--- config.mk ---
export PLATFORM = sky130hd
export DESIGN_NAME = grn_top
export DESIGN_NICKNAME = d
export VERILOG_FILES = /design/src/grn_pkg.sv /design/src/grn_fifo.sv /design/src/grn_input_filter.sv /design/src/grn_network.sv /design/src/grn_attractor_ctrl.sv /design/src/grn_top.sv
export VERILOG_INCLUDE_DIRS = /design/src /design/src/include
export SDC_FILE = /design/constraint.sdc
export NUM_CORES = 1
export LEC_CHECK = 0
export BUFFER_PORTS_ARGS = -buffer_cell sky130_fd_sc_hd__buf_4
export CAP_MARGIN = 40
export CORE_UTILIZATION = 35
export DETAILED_ROUTE_END_ITERATION = 10
export GPL_ROUTABILITY_DRIVEN = 0
export GPL_TIMING_DRIVEN = 0
export PLACE_DENSITY_LB_ADDON = 0.2
export RECOVER_POWER = 50
export SLEW_MARGIN = 20
export SYNTH_ARGS = -nofsm -noshare
export SYNTH_HDL_FRONTEND = slang
export SYNTH_SLANG_ARGS = --single-unit
--- constraint.sdc ---
create_clock -name clk -period 7.4 [get_ports clk]
set_input_delay 1.48 -clock clk [delete_from_list [all_inputs] [get_ports clk]]
set_output_delay 1.48 -clock clk [all_outputs]
set_load 0.02 [all_outputs]
--- src/include/grn_defines.svh ---
`ifndef GRN_DEFINES_SVH
`define GRN_DEFINES_SVH

// ----------------------------------------
// Network shape.
// ----------------------------------------

// One bit per gene in a network state.
`define GRN_NODES 5

`define GRN_ID_WIDTH 1  // Network ID field of an input word.

// ----------------------------------------
// Search and buffering.
// ----------------------------------------

// Width of the transient and period counters.
`define GRN_COUNT_WIDTH 29

`define GRN_FIFO_DEPTH_BITS 4  // Sixteen entries.

// Network ID answered when none is given.
`define GRN_DEFAULT_ID 0

`endif

--- src/grn_pkg.sv ---
`include "grn_defines.svh"

package grn_pkg;

  // Bit 0 CtrA, bit 1 GcrA, bit 2 SciP, bit 3 DnaA, bit 4 CcrM.
  typedef logic [`GRN_NODES-1:0] grn_state_t;
  typedef logic [`GRN_COUNT_WIDTH-1:0] grn_count_t;
  typedef logic [`GRN_ID_WIDTH-1:0] grn_id_t;

  typedef struct packed {
    grn_state_t last_state;
    grn_state_t first_state;
  } grn_request_t;

  // Word as it arrives on the input port.
  typedef struct packed {
    grn_request_t request;
    grn_id_t      id;
  } grn_in_word_t;

  typedef struct packed {
    grn_state_t state;      // Meeting state.
    grn_count_t transient;
    grn_count_t period;
  } grn_result_t;

  typedef enum logic [2:0] {
    st_idle, st_fetch, st_load, st_reset_net,
    st_run_search, st_measure_period, st_emit, st_finish
  } grn_ctrl_state_e;

endpackage

--- src/grn_fifo.sv ---
`include "grn_defines.svh"

module grn_fifo #(
  parameter int width      = 8,
  parameter int depth_bits = `GRN_FIFO_DEPTH_BITS
) (
  input  logic             clk,
  input  logic             rst_nos,
  input  logic             we,
  input  logic [width-1:0] din,
  input  logic             re,
  output logic [width-1:0] dout,
  output logic             empty,
  output logic             full
);

  localparam int depth = 2 ** depth_bits;

  logic [width-1:0]      mem [depth];
  logic [depth_bits-1:0] wr_ptr;
  logic [depth_bits-1:0] rd_ptr;
  logic [depth_bits:0]   count;  // One bit wider than the pointers.
  logic                  do_write;
  logic                  do_read;

  assign do_write = we && !full;
  assign do_read  = re && !empty;

  assign empty = (count == '0);
  assign full  = count[depth_bits];  // Count never exceeds the depth.

  // ----------------------------------------
  // Pointers and occupancy.
  // ----------------------------------------

  always_ff @(posedge clk) begin
    if (rst_nos) begin
      wr_ptr <= '0;
      rd_ptr <= '0;
      count  <= '0;
    end else begin
      if (do_write) begin
        wr_ptr <= wr_ptr + 1'b1;
      end
      if (do_read) begin
        rd_ptr <= rd_ptr + 1'b1;
      end
      case ({do_write, do_read})
        2'b10:   count <= count + 1'b1;
        2'b01:   count <= count - 1'b1;
        default: ;  // Both or neither keep the count.
      endcase
    end
  end

  // ----------------------------------------
  // Storage.
  // ----------------------------------------

  always_ff @(posedge clk) begin
    if (do_write) begin
      mem[wr_ptr] <= din;
    end
    // Read data shows up the cycle after re.
    if (do_read) begin
      dout <= mem[rd_ptr];
    end
  end

endmodule

--- src/grn_input_filter.sv ---
`include "grn_defines.svh"

module grn_input_filter #(
  parameter grn_pkg::grn_id_t node_id = `GRN_DEFAULT_ID
) (
  input  logic                  clk,
  input  logic                  rst_nos,
  input  logic                  in_valid,
  input  grn_pkg::grn_in_word_t in_word,
  input  logic                  fifo_full,
  output logic                  fifo_we,
  output grn_pkg::grn_request_t fifo_data
);

  import grn_pkg::*;

  grn_id_t word_id;
  logic    accept;

  assign word_id = in_word.id;

  // Words for other networks, or arriving on a full FIFO, are lost.
  assign accept = in_valid && (word_id == node_id) && !fifo_full;

  always_ff @(posedge clk) begin
    if (rst_nos) begin
      fifo_we <= 1'b0;
    end else begin
      fifo_we <= accept;
    end
  end

  always_ff @(posedge clk) begin
    if (accept) begin
      fifo_data <= in_word.request;
    end
  end

endmodule

--- src/grn_network.sv ---
module grn_network (
  input  logic                clk,
  input  logic                load,
  input  grn_pkg::grn_state_t init_state,
  input  logic                slow_step,
  input  logic                fast_step,
  output grn_pkg::grn_state_t slow_state,
  output grn_pkg::grn_state_t fast_state
);

  import grn_pkg::*;

  logic slow_turn;  // Slow copy updates on this enabled cycle.

  // Synchronous update of all five genes.
  function automatic grn_state_t next_state(input grn_state_t s);
    logic       ctra;
    logic       gcra;
    logic       scip;
    logic       dnaa;
    logic       ccrm;
    grn_state_t n;
    ctra = s[0];
    gcra = s[1];
    scip = s[2];
    dnaa = s[3];
    ccrm = s[4];
    n[0] = (ctra | gcra) & ~ccrm & ~scip;
    n[1] = dnaa & ~ctra;
    n[2] = ctra & ~dnaa;
    n[3] = ctra & ccrm & ~gcra & ~dnaa;
    n[4] = ctra & ~ccrm & ~scip;
    return n;
  endfunction

  // ----------------------------------------
  // Slow trajectory at half rate.
  // ----------------------------------------

  always_ff @(posedge clk) begin
    if (load) begin
      slow_state <= init_state;
      slow_turn  <= 1'b1;
    end else if (slow_step) begin
      if (slow_turn) begin
        slow_state <= next_state(slow_state);
      end
      slow_turn <= !slow_turn;
    end
  end

  // Fast trajectory steps once per enable.
  always_ff @(posedge clk) begin
    if (load) begin
      fast_state <= init_state;
    end else if (fast_step) begin
      fast_state <= next_state(fast_state);
    end
  end

endmodule

--- src/grn_attractor_ctrl.sv ---
module grn_attractor_ctrl (
  input  logic                  clk,
  input  logic                  rst_nos,
  input  logic                  in_empty,
  output logic                  in_re,
  input  grn_pkg::grn_request_t request,
  input  logic                  end_data_in,
  input  logic                  out_full,
  input  logic                  out_empty,
  output logic                  out_we,
  output grn_pkg::grn_result_t  result,
  output logic                  done,
  output logic                  load,
  output grn_pkg::grn_state_t   init_state,
  output logic                  slow_step,
  output logic                  fast_step,
  input  grn_pkg::grn_state_t   slow_state,
  input  grn_pkg::grn_state_t   fast_state
);

  import grn_pkg::*;

  grn_ctrl_state_e state;

  grn_state_t cur_state;      // Initial state under search.
  grn_state_t last_state;
  grn_state_t meet_state;
  grn_count_t step_cnt;       // Slow steps so far.
  grn_count_t transient_val;
  grn_count_t period_cnt;
  logic       odd_cycle;      // Fast copy is one step past 2 * step_cnt.
  logic       data_wait;
  logic [1:0] settle;

  logic meet;
  logic returned;
  logic more_states;
  logic all_quiet;

  // Compare only when the fast copy has taken exactly twice the slow steps.
  assign meet = (state == st_run_search) && !odd_cycle && (step_cnt != '0) &&
                (slow_state == fast_state);
  assign returned = (state == st_measure_period) && (period_cnt != '0) &&
                    (fast_state == meet_state);
  assign more_states = (cur_state < last_state);
  assign all_quiet = in_empty && end_data_in && out_empty;

  assign load       = (state == st_reset_net);
  assign init_state = cur_state;
  assign slow_step  = (state == st_run_search) && !meet;
  assign fast_step  = slow_step || ((state == st_measure_period) && !returned);

  // ----------------------------------------
  // FSM and strobes.
  // ----------------------------------------

  always_ff @(posedge clk) begin
    if (rst_nos) begin
      state     <= st_idle;
      in_re     <= 1'b0;
      out_we    <= 1'b0;
      done      <= 1'b0;
      data_wait <= 1'b0;
      settle    <= '0;
    end else begin
      in_re  <= 1'b0;
      out_we <= 1'b0;
      case (state)
        st_idle: begin
          if (!in_empty) begin
            state <= st_fetch;
          end else if (end_data_in) begin
            state <= st_finish;
          end
        end
        st_fetch: begin
          in_re     <= 1'b1;
          data_wait <= 1'b1;
          state     <= st_load;
        end
        st_load: begin
          data_wait <= 1'b0;
          if (!data_wait) begin
            state <= st_reset_net;  // Request captured this cycle.
          end
        end
        st_reset_net: state <= st_run_search;
        st_run_search: begin
          if (meet) begin
            state <= st_measure_period;
          end
        end
        st_measure_period: begin
          if (returned) begin
            state <= st_emit;
          end
        end
        st_emit: begin
          if (!out_full) begin
            out_we <= 1'b1;
            state  <= more_states ? st_reset_net : st_idle;
          end
        end
        st_finish: begin
          // A late word may still be in the filter, so wait a few cycles.
          if (!in_empty) begin
            settle <= '0;
            state  <= st_fetch;
          end else if (all_quiet) begin
            if (settle == 2'd3) begin
              done <= 1'b1;
            end else begin
              settle <= settle + 1'b1;
            end
          end else begin
            settle <= '0;
          end
        end
        default: state <= st_idle;
      endcase
    end
  end

  // ----------------------------------------
  // Search datapath.
  // ----------------------------------------

  always_ff @(posedge clk) begin
    case (state)
      st_load: begin
        if (!data_wait) begin
          cur_state  <= request.first_state;
          last_state <= request.last_state;
        end
      end
      st_reset_net: begin
        step_cnt   <= '0;
        period_cnt <= '0;
        odd_cycle  <= 1'b0;
      end
      st_run_search: begin
        if (meet) begin
          meet_state    <= slow_state;
          transient_val <= (slow_state == cur_state) ? '0 : step_cnt;
        end else begin
          odd_cycle <= !odd_cycle;
          if (odd_cycle) begin
            step_cnt <= step_cnt + 1'b1;
          end
        end
      end
      st_measure_period: begin
        if (!returned) begin
          period_cnt <= period_cnt + 1'b1;
        end
      end
      st_emit: begin
        if (!out_full) begin
          result <= '{state: meet_state, transient: transient_val, period: period_cnt};
          if (more_states) begin
            cur_state <= cur_state + 1'b1;
          end
        end
      end
      default: ;
    endcase
  end

endmodule

--- src/grn_top.sv ---
`include "grn_defines.svh"

module grn_top #(
  parameter grn_pkg::grn_id_t node_id = `GRN_DEFAULT_ID
) (
  input  logic                  clk,
  input  logic                  rst_nos,
  input  logic                  in_valid,
  input  grn_pkg::grn_in_word_t in_word,
  input  logic                  end_data_in,
  input  logic                  read_en,
  output logic                  has_data,
  output grn_pkg::grn_result_t  data_out,
  output logic                  task_done
);

  import grn_pkg::*;

  logic         in_we;
  grn_request_t in_din;
  logic         in_re;
  grn_request_t in_dout;
  logic         in_empty;
  logic         in_full;

  logic         out_we;
  grn_result_t  out_din;
  logic         out_empty;
  logic         out_full;

  logic         net_load;
  grn_state_t   net_init;
  logic         slow_step;
  logic         fast_step;
  grn_state_t   slow_state;
  grn_state_t   fast_state;

  assign has_data = !out_empty;

  // ----------------------------------------
  // Request path.
  // ----------------------------------------

  grn_input_filter #(.node_id(node_id)) u_filter (
    .clk(clk),
    .rst_nos(rst_nos),
    .in_valid(in_valid),
    .in_word(in_word),
    .fifo_full(in_full),
    .fifo_we(in_we),
    .fifo_data(in_din)
  );

  grn_fifo #(
    .width($bits(grn_request_t)),
    .depth_bits(`GRN_FIFO_DEPTH_BITS)
  ) u_in_fifo (
    .clk(clk),
    .rst_nos(rst_nos),
    .we(in_we),
    .din(in_din),
    .re(in_re),
    .dout(in_dout),
    .empty(in_empty),
    .full(in_full)
  );

  grn_attractor_ctrl u_ctrl (
    .clk(clk),
    .rst_nos(rst_nos),
    .in_empty(in_empty),
    .in_re(in_re),
    .request(in_dout),
    .end_data_in(end_data_in),
    .out_full(out_full),
    .out_empty(out_empty),
    .out_we(out_we),
    .result(out_din),
    .done(task_done),
    .load(net_load),
    .init_state(net_init),
    .slow_step(slow_step),
    .fast_step(fast_step),
    .slow_state(slow_state),
    .fast_state(fast_state)
  );

  grn_network u_network (
    .clk(clk),
    .load(net_load),
    .init_state(net_init),
    .slow_step(slow_step),
    .fast_step(fast_step),
    .slow_state(slow_state),
    .fast_state(fast_state)
  );

  // Results wait here for the outside reader.
  grn_fifo #(
    .width($bits(grn_result_t)),
    .depth_bits(`GRN_FIFO_DEPTH_BITS)
  ) u_out_fifo (
    .clk(clk),
    .rst_nos(rst_nos),
    .we(out_we),
    .din(out_din),
    .re(read_en),
    .dout(data_out),
    .empty(out_empty),
    .full(out_full)
  );

endmodule

==> impl_metrics.json, run 1 <==
{
  "status": "complete, but fails checks",
  "violations": "max-capacitance violations, max-slew violations",
  "cts.reportedPaths.clkPinSlew_ps": 60,
  "synth_top_area_share": 0.7645,
  "antenna_left": 0,
  "p_int_uw": 14870,
  "yosys-top-cells-area": "edfxtp_1, mux4_2, dfxtp_1, nor2_1, xnor2_1",
  "post_cts_buffers": 0,
  "io_pins": 81,
  "cp_cell_sequence": "or2_0 > nor4_4 > inv_1 > nand2_1 > clkinvlp_2 > ha_1 > xor2_1 > ha_1 > a21boi_0 > o221ai_1 > a211oi_1 > xor2_1 > nor2_1",
  "max_stage_delay_ps": 1290,
  "antenna_found_initial": 7,
  "timing_worst_setup_path_type": "flop to flop",
  "io_buffer_count": 80,
  "clk_latency_ps": 810,
  "cts_hold_buf": 0,
  "wire_per_inst_um": 26.24,
  "setup_tns_ps": 0,
  "yosys_most_used_dff": "edfxtp_1",
  "first_pass_iters": 5,
  "rsz0062_at_grt": "no",
  "cp_max_fo": 22,
  "die_h_um": 402.2,
  "viasPerCell": 5.174,
  "vias": 26510,
  "syn_to_final_growth_pct": 18.46,
  "grt_pass1_vias": 27970,
  "synthArstFlopShare": 0,
  "synth_edf_count": 1427,
  "worstMarginPinSlew_ps": 1664,
  "remaining_drc_errors": 0,
  "hp-class": "flop to flop",
  "syn_area_mm2": 0.05605,
  "synth_fp_nets": 2584,
  "finClkSkew_ps": 51.02,
  "power.density_mw_per_mm2": 298.7,
  "end_kind": "flop",
  "critPathBufInv": 2,
  "slowest_stage": "clkinvlp_2",
  "h-tree-depth": 4,
  "start_util": 0.3531,
  "grt.overflow.total": 0,
  "drv_slew": 22,
  "crit_arrival_ps": 5780,
  "seq_power_share": 0.507,
  "ys_seq_area_frac": 0.7777,
  "rows": 146,
  "gr-usage-all-layers": 0.1672,
  "switchingPower_uw": 4962,
  "finalSetupViolCount": 0,
  "min_period_over_period": 0.6929,
  "synth_top_area_cell": "edfxtp_1",
  "min_period_ps": 5128,
  "hold_viol": 0,
  "cap_viol_max_count": 1,
  "chipWidth_um": 402.2,
  "finalPower_uw": 19830,
  "max_freq_ghz": 0.1950,
  "grt_max_degree": 45,
  "wl_mm": 134.4,
  "fillers": 13570,
  "ys_types": 59,
  "critPathTopFamily": "buffers and inverters",
  "core-area_mm2": 0.1587,
  "layout.nets": 2974,
  "detailed_place.area_mm2": 0.06167,
  "cts-root-buf": "clkbuf_16",
  "power_frac_comb": 0.122,
  "tritoncts": "yes",
  "drive_gt1_frac": 0.2804,
  "startpoint_type": "flop",
  "dieArea_mm2": 0.1618,
  "drt_iter0_markers": 2219,
  "cts.repair.resized": 0,
  "slew-limit-headroom": -0.1155,
  "avgSynthCellArea_um2": 22.07,
  "cts_sinks": 1464,
  "power.leakage_uw": 0.02045,
  "p_clk_frac": 0.372,
  "netlist_instances": 2540,
  "numCtsBuffers": 152,
  "synth.ff_latch_count": 1464,
  "postLayoutCoreUtil": 0.4183,
  "ir_drop_mv": 0.2317,
  "grt_pass1_wl_mm": 195.4,
  "finish.instance_area_mm2": 0.06640,
  "yosysWarningCount": 0,
  "cp.required_ps": 8050,
  "clockBufferDepth": 3,
  "p_sw_frac": 0.2502,
  "dp_hpwl_mm": 89.75
}
-- power groups by stage --
| stage | Sequential (uW) | Clock, uW | Combinational, uW |
|---|---|---|---|
| 6_report | 10000 | 7370 | 2410 |
| 3_5_place_dp | 10200 | 0 | 2480 |
| 3_3_place_gp | 10200 | 0 | 2380 |
| 5_1_grt | 10100 | 7860 | 2610 |
| 2_1_floorplan | 10100 | 0 | 1610 |
| 4_1_cts | 10000 | 7550 | 2480 |
-- worst register-to-register path, delay by kind of cell (launching register included) --
| family | cells | cell delay, ps |
|---|---|---|
| buffers and inverters | 2 | 1520 |
| adders and majority gates | 2 | 1150 |
| AOI/OAI and AO/OA | 3 | 810 |
| and+or+nand+nor | 4 | 750 |
| DFF | 1 | 390 |
| xor gates and xnor gates | 2 | 380 |
-- Yosys cell counts (all sizes together), types with 2 or more instances --
cell,instances
a21boi,5
o21ai,20
nor2b,8
xnor2,46
a2111oi,2
a21oi,23
and2,26
nand3b,5
mux4,365
mux2,2
or3b,5
ha,28
nor2,111
o41ai,4
nand2,59
nor3,29
xor2,40
and3,10
nand4,14
o31ai,4
a211oi,3
mux2i,4
nor4,26
o2111a,2
dfxtp,37
nor3b,4
a31oi,8
inv,32
o21a,2
clkbuf,60
nand2b,8
edfxtp,1427
and4,9
or3,9
or2,2
buf,55
nand3,32
nor4b,3
-- layout by cell type (no fill, tap or decap), drive strengths merged, types with 9 or more instances in the layout --
cell / Yosys / routed
a21oi: 23 / 23
and2: 26 / 26
and3: 10 / 10
and4: 9 / 9
buf: 55 / 263
clkbuf: 60 / 293
clkinv: 0 / 55
dfxtp: 37 / 37
edfxtp: 1427 / 1427
ha: 28 / 28
inv: 32 / 36
mux4: 365 / 365
nand2: 59 / 59
nand3: 32 / 32
nand4: 14 / 14
nor2: 111 / 111
nor3: 29 / 29
nor4: 26 / 26
o21ai: 20 / 20
or3: 9 / 9
xnor2: 46 / 46
xor2: 40 / 40
-- worst paths after layout --
check,start,endpoint,slack (ps),depth (start not counted)
max,u_out_fifo.count[1]$_SDFFE_PP0P_,u_out_fifo.count[4]$_SDFFE_PP0P_,2270,13
min,u_ctrl.transient_val[27]$_SDFFCE_PN0P_,u_ctrl.result[56]$_DFFE_PP_,410,0
max reg2reg,u_out_fifo.count[1]$_SDFFE_PP0P_,u_out_fifo.count[4]$_SDFFE_PP0P_,2270,13
min reg2reg,u_ctrl.transient_val[27]$_SDFFCE_PN0P_,u_ctrl.result[56]$_DFFE_PP_,410,0
-- routing by layer --
layer | part of all wire | wire length [um] | track usage
met5 | 0 | 0 | 0
met4 | 0.021 | 2821 | 0.04413
met3 | 0.049 | 6642 | 0.03398
met2 | 0.50 | 67560 | 0.2792
met1 | 0.43 | 57390 | 0.2225
-- state kept, by name, summed over array words and instances, names as in the netlist, 10 cells and up --
name	cells
u_ctrl.period_cnt	29
u_ctrl.result	63
u_ctrl.step_cnt	29
u_ctrl.transient_val	29
u_filter.fifo_data	10
u_in_fifo.dout	10
u_in_fifo.mem	160
u_out_fifo.dout	63
u_out_fifo.mem	1008
-- cell type report --
cell class                 count  area, um^2  share of cell area
sequential                  1464       43590              0.6565
multi-input combinational    929       11880              0.1789
clock buffer                 205        4023             0.06058
timing repair buffer         236        2867             0.04317
tap                         2072        2592             0.03905
clock inverter                68       783.3             0.01180
buffer                       115       536.8            0.008084
inverter                      32       121.4            0.001828
antenna                        2       5.005          0.00007538
-- per-stage QoR --
step	std cells	worst slack, ps	hold WS, ps
finish	5123	2272	409.4
global route	5123	1970	423.0
CTS	5114	3800	410.8
detailed placement	4841	3489	405.6
global placement	4692	-5252	403.5
floorplan	2540	1630	400.3
-- cells by family (layout without fill, tap and decap cells) --
group / Yosys count / count (layout) / synth area share
multiplexers: 371 / 371 / 0.1478
flip-flops: 1464 / 1464 / 0.7777
other: 0 / 2 / 0
XOR/XNOR: 86 / 86 / 0.01344
AO/OA/AOI/OAI: 83 / 83 / 0.009598
adder cells (fa/ha/maj): 28 / 28 / 0.006250
AND/OR/NAND/NOR: 361 / 361 / 0.03362
buffers and inverters: 147 / 656 / 0.01163
No activity file was read; power rests on OpenSTA's default activity.
==> inputs of run 2 (changes only) <==
- clock period: 7.4 -> 4.9 ns (I/O delays scaled with it)
==> run 2 against run 1 <==
  * The flow finishes with violations (max-capacitance violations)
  * Utilization rose by 0.050 points
  * Clock skew shrank 27 ps
  * Register-to-register slack got worse by 860 ps
  * Largest power group unchanged
  * Sequential share of layout area decreased by 0.079 points
  * Wire length hardly changed
==> impl_metrics.json, run 2 (synthesis gave the netlist of run 1 again) <==
{
  "status": "complete, but fails checks",
  "violations": "max-capacitance violations",
  "reg2reg_from": "u_out_fifo.count[1]$_SDFFE_PP0P_",
  "wl_mm": 134.5,
  "clk_latency_ps": 780,
  "layout_commonest_cell": "edfxtp_1",
  "layout.nets": 2962,
  "drv_slew": 0,
  "largest_reg_flops": 1008,
  "startpoint_type": "flop",
  "rsz0062_at_grt": "no",
  "gr-usage-all-layers": 0.1673,
  "grt.overflow.total": 0,
  "timing.rr.end": "u_out_fifo.count[4]$_SDFFE_PP0P_",
  "cts.repair.resized": 0,
  "final_cell_mix": "edfxtp_1, mux4_2, clkbuf_16",
  "grt_max_degree": 45,
  "end_kind": "flop",
  "first_pass_iters": 6,
  "rows": 146,
  "cp.required_ps": 5540,
  "min_period_ps": 3487,
  "hp-start": "u_ctrl.transient_val[25]$_SDFFCE_PN0P_",
  "cts-root-buf": "clkbuf_16",
  "numCtsBuffers": 156,
  "slowest_stage": "dfxtp_1",
  "vias": 26580,
  "hold_end": "u_ctrl.result[54]$_DFFE_PP_",
  "regArea_mm2": 0.04359,
  "setup_tns_ps": 0,
  "hold_viol": 0,
  "h-tree-depth": 4,
  "cts.reportedPaths.clkPinSlew_ps": 60,
  "r2r_slack_ps": 1410,
  "max_freq_ghz": 0.2868,
  "min_period_over_period": 0.7116,
  "reg2reg_depth": 13,
  "viasPerCell": 5.200,
  "cts_sinks": 1464,
  "critPathBufInv": 2,
  "power.density_mw_per_mm2": 449.5,
  "tritoncts": "yes",
  "max_stage_delay_ps": 380,
  "chipWidth_um": 402.2,
  "io_buffer_count": 80,
  "grt_pass1_wl_mm": 195.9,
  "cts_hold_buf": 0,
  "die_h_um": 402.2,
  "critPathTopFamily": "simple AND/OR/NAND/NOR gates",
  "clockBufferDepth": 3,
  "ir_drop_mv": 0.2858,
  "post_cts_buffers": 0,
  "hp-class": "flop to flop",
  "start_util": 0.3531,
  "worst-path-stages": 13,
  "cap_viol_max_count": 1,
  "top_register": "u_out_fifo.mem",
  "power.leakage_uw": 0.02043,
  "worstMarginPinSlew_ps": 1486,
  "remaining_drc_errors": 0,
  "cp_cell_sequence": "or2_0 > nor4_1 > inv_1 > nand2_1 > inv_6 > ha_1 > xor2_1 > ha_1 > a21boi_0 > o221ai_1 > a211oi_1 > xor2_1 > nor2_1",
  "dieArea_mm2": 0.1618,
  "wire_per_inst_um": 26.31,
  "finClkSkew_ps": 24.48,
  "drive_gt1_frac": 0.2814,
  "crit_arrival_ps": 4130,
  "finalPower_uw": 29880,
  "cp_max_fo": 22,
  "antenna_found_initial": 3,
  "syn_to_final_growth_pct": 18.60,
  "postLayoutCoreUtil": 0.4188,
  "io_pins": 81,
  "core-area_mm2": 0.1587,
  "timing_worst_setup_path_type": "flop to flop",
  "slew-limit-headroom": 0.005645,
  "antenna_left": 0,
  "fillers": 13580,
  "dp_hpwl_mm": 89.19,
  "whs_ps": 413.1,
  "drt_iter0_markers": 2139,
  "grt_pass1_vias": 27980,
  "whs_path_depth": 0,
  "finalSetupViolCount": 0,
  "multi_input_area_mm2": 0.01189,
  "reg.largest.list": "u_out_fifo.mem (1008), u_in_fifo.mem (160)"
}
## run 2: changes by cell type in the layout (fill, tap and decap cells not counted), moves of 3 or more
cell	delta
nor2_1	-3
nor3_2	-3
clkbuf_16	+5
buf_8	+26
buf_12	+4
inv_6	+5
clkbuf_1	-11
clkinv_2	+14
buf_4	-46
clkinv_16	-7
## run 2: metal layers
metal | track usage | vias to the layer above | wire [um]
li1 | - | 11340 | -
met1 | 0.2222 | 14420 | 57290
met2 | 0.2852 | 654 | 68810
met3 | 0.02842 | 162 | 5981
met4 | 0.04178 | 0 | 2383
met5 | 0 | - | 0
## run 2: area by class of cell
cell class                      count  area share
Clock buffer                      196     0.06145
Clock inverter                     82     0.01018
Antenna cell                        1  0.00003764
Buffer                            115    0.008037
Sequential cell                  1464      0.6557
Tap cell                         2072     0.03900
Timing Repair Buffer              220     0.04476
Multi-Input combinational cell    929      0.1789
Inverter                           32    0.001882
## run 2: stage by stage
step	cells	instance area, um^2	worst slack [ps]
CTS	5105	66580	1631
finish	5111	66480	1413
global route	5111	66480	1134
floorplan	2540	56070	532.2
global placement	4692	59270	-3996
detailed placement	4827	61820	1548
## run 2: worst register-to-register path, stage by stage (launching register included)
cell and delay, ps:
dfxtp_1 380, or2_0 280, nor4_1 320, inv_1 280
nand2_1 270, inv_6 170, ha_1 370, xor2_1 180
ha_1 230, a21boi_0 200, o221ai_1 150, a211oi_1 310
xor2_1 180, nor2_1 50
## run 2: worst max path at each step
stage                                          start                          endpoint  slack [ps]
detailed placement                           read_en  u_out_fifo.count[4]$_SDFFE_PP0P_        1550
finish              u_out_fifo.count[1]$_SDFFE_PP0P_  u_out_fifo.count[4]$_SDFFE_PP0P_        1410
global route        u_out_fifo.count[1]$_SDFFE_PP0P_  u_out_fifo.count[4]$_SDFFE_PP0P_        1130
global placement    u_out_fifo.count[4]$_SDFFE_PP0P_  u_out_fifo.mem[11][42]$_DFFE_PP_       -4000
floorplan               u_ctrl.state[1]$_SDFFE_PP0P_    u_ctrl.init_state[0]$_DFFE_PP_         530
CTS                 u_out_fifo.count[1]$_SDFFE_PP0P_  u_out_fifo.count[4]$_SDFFE_PP0P_        1630
## run 2: power breakdown
group	internal, uW	switching, uW
Clock	6250	4820
Sequential	14600	625
Combinational	1680	1960
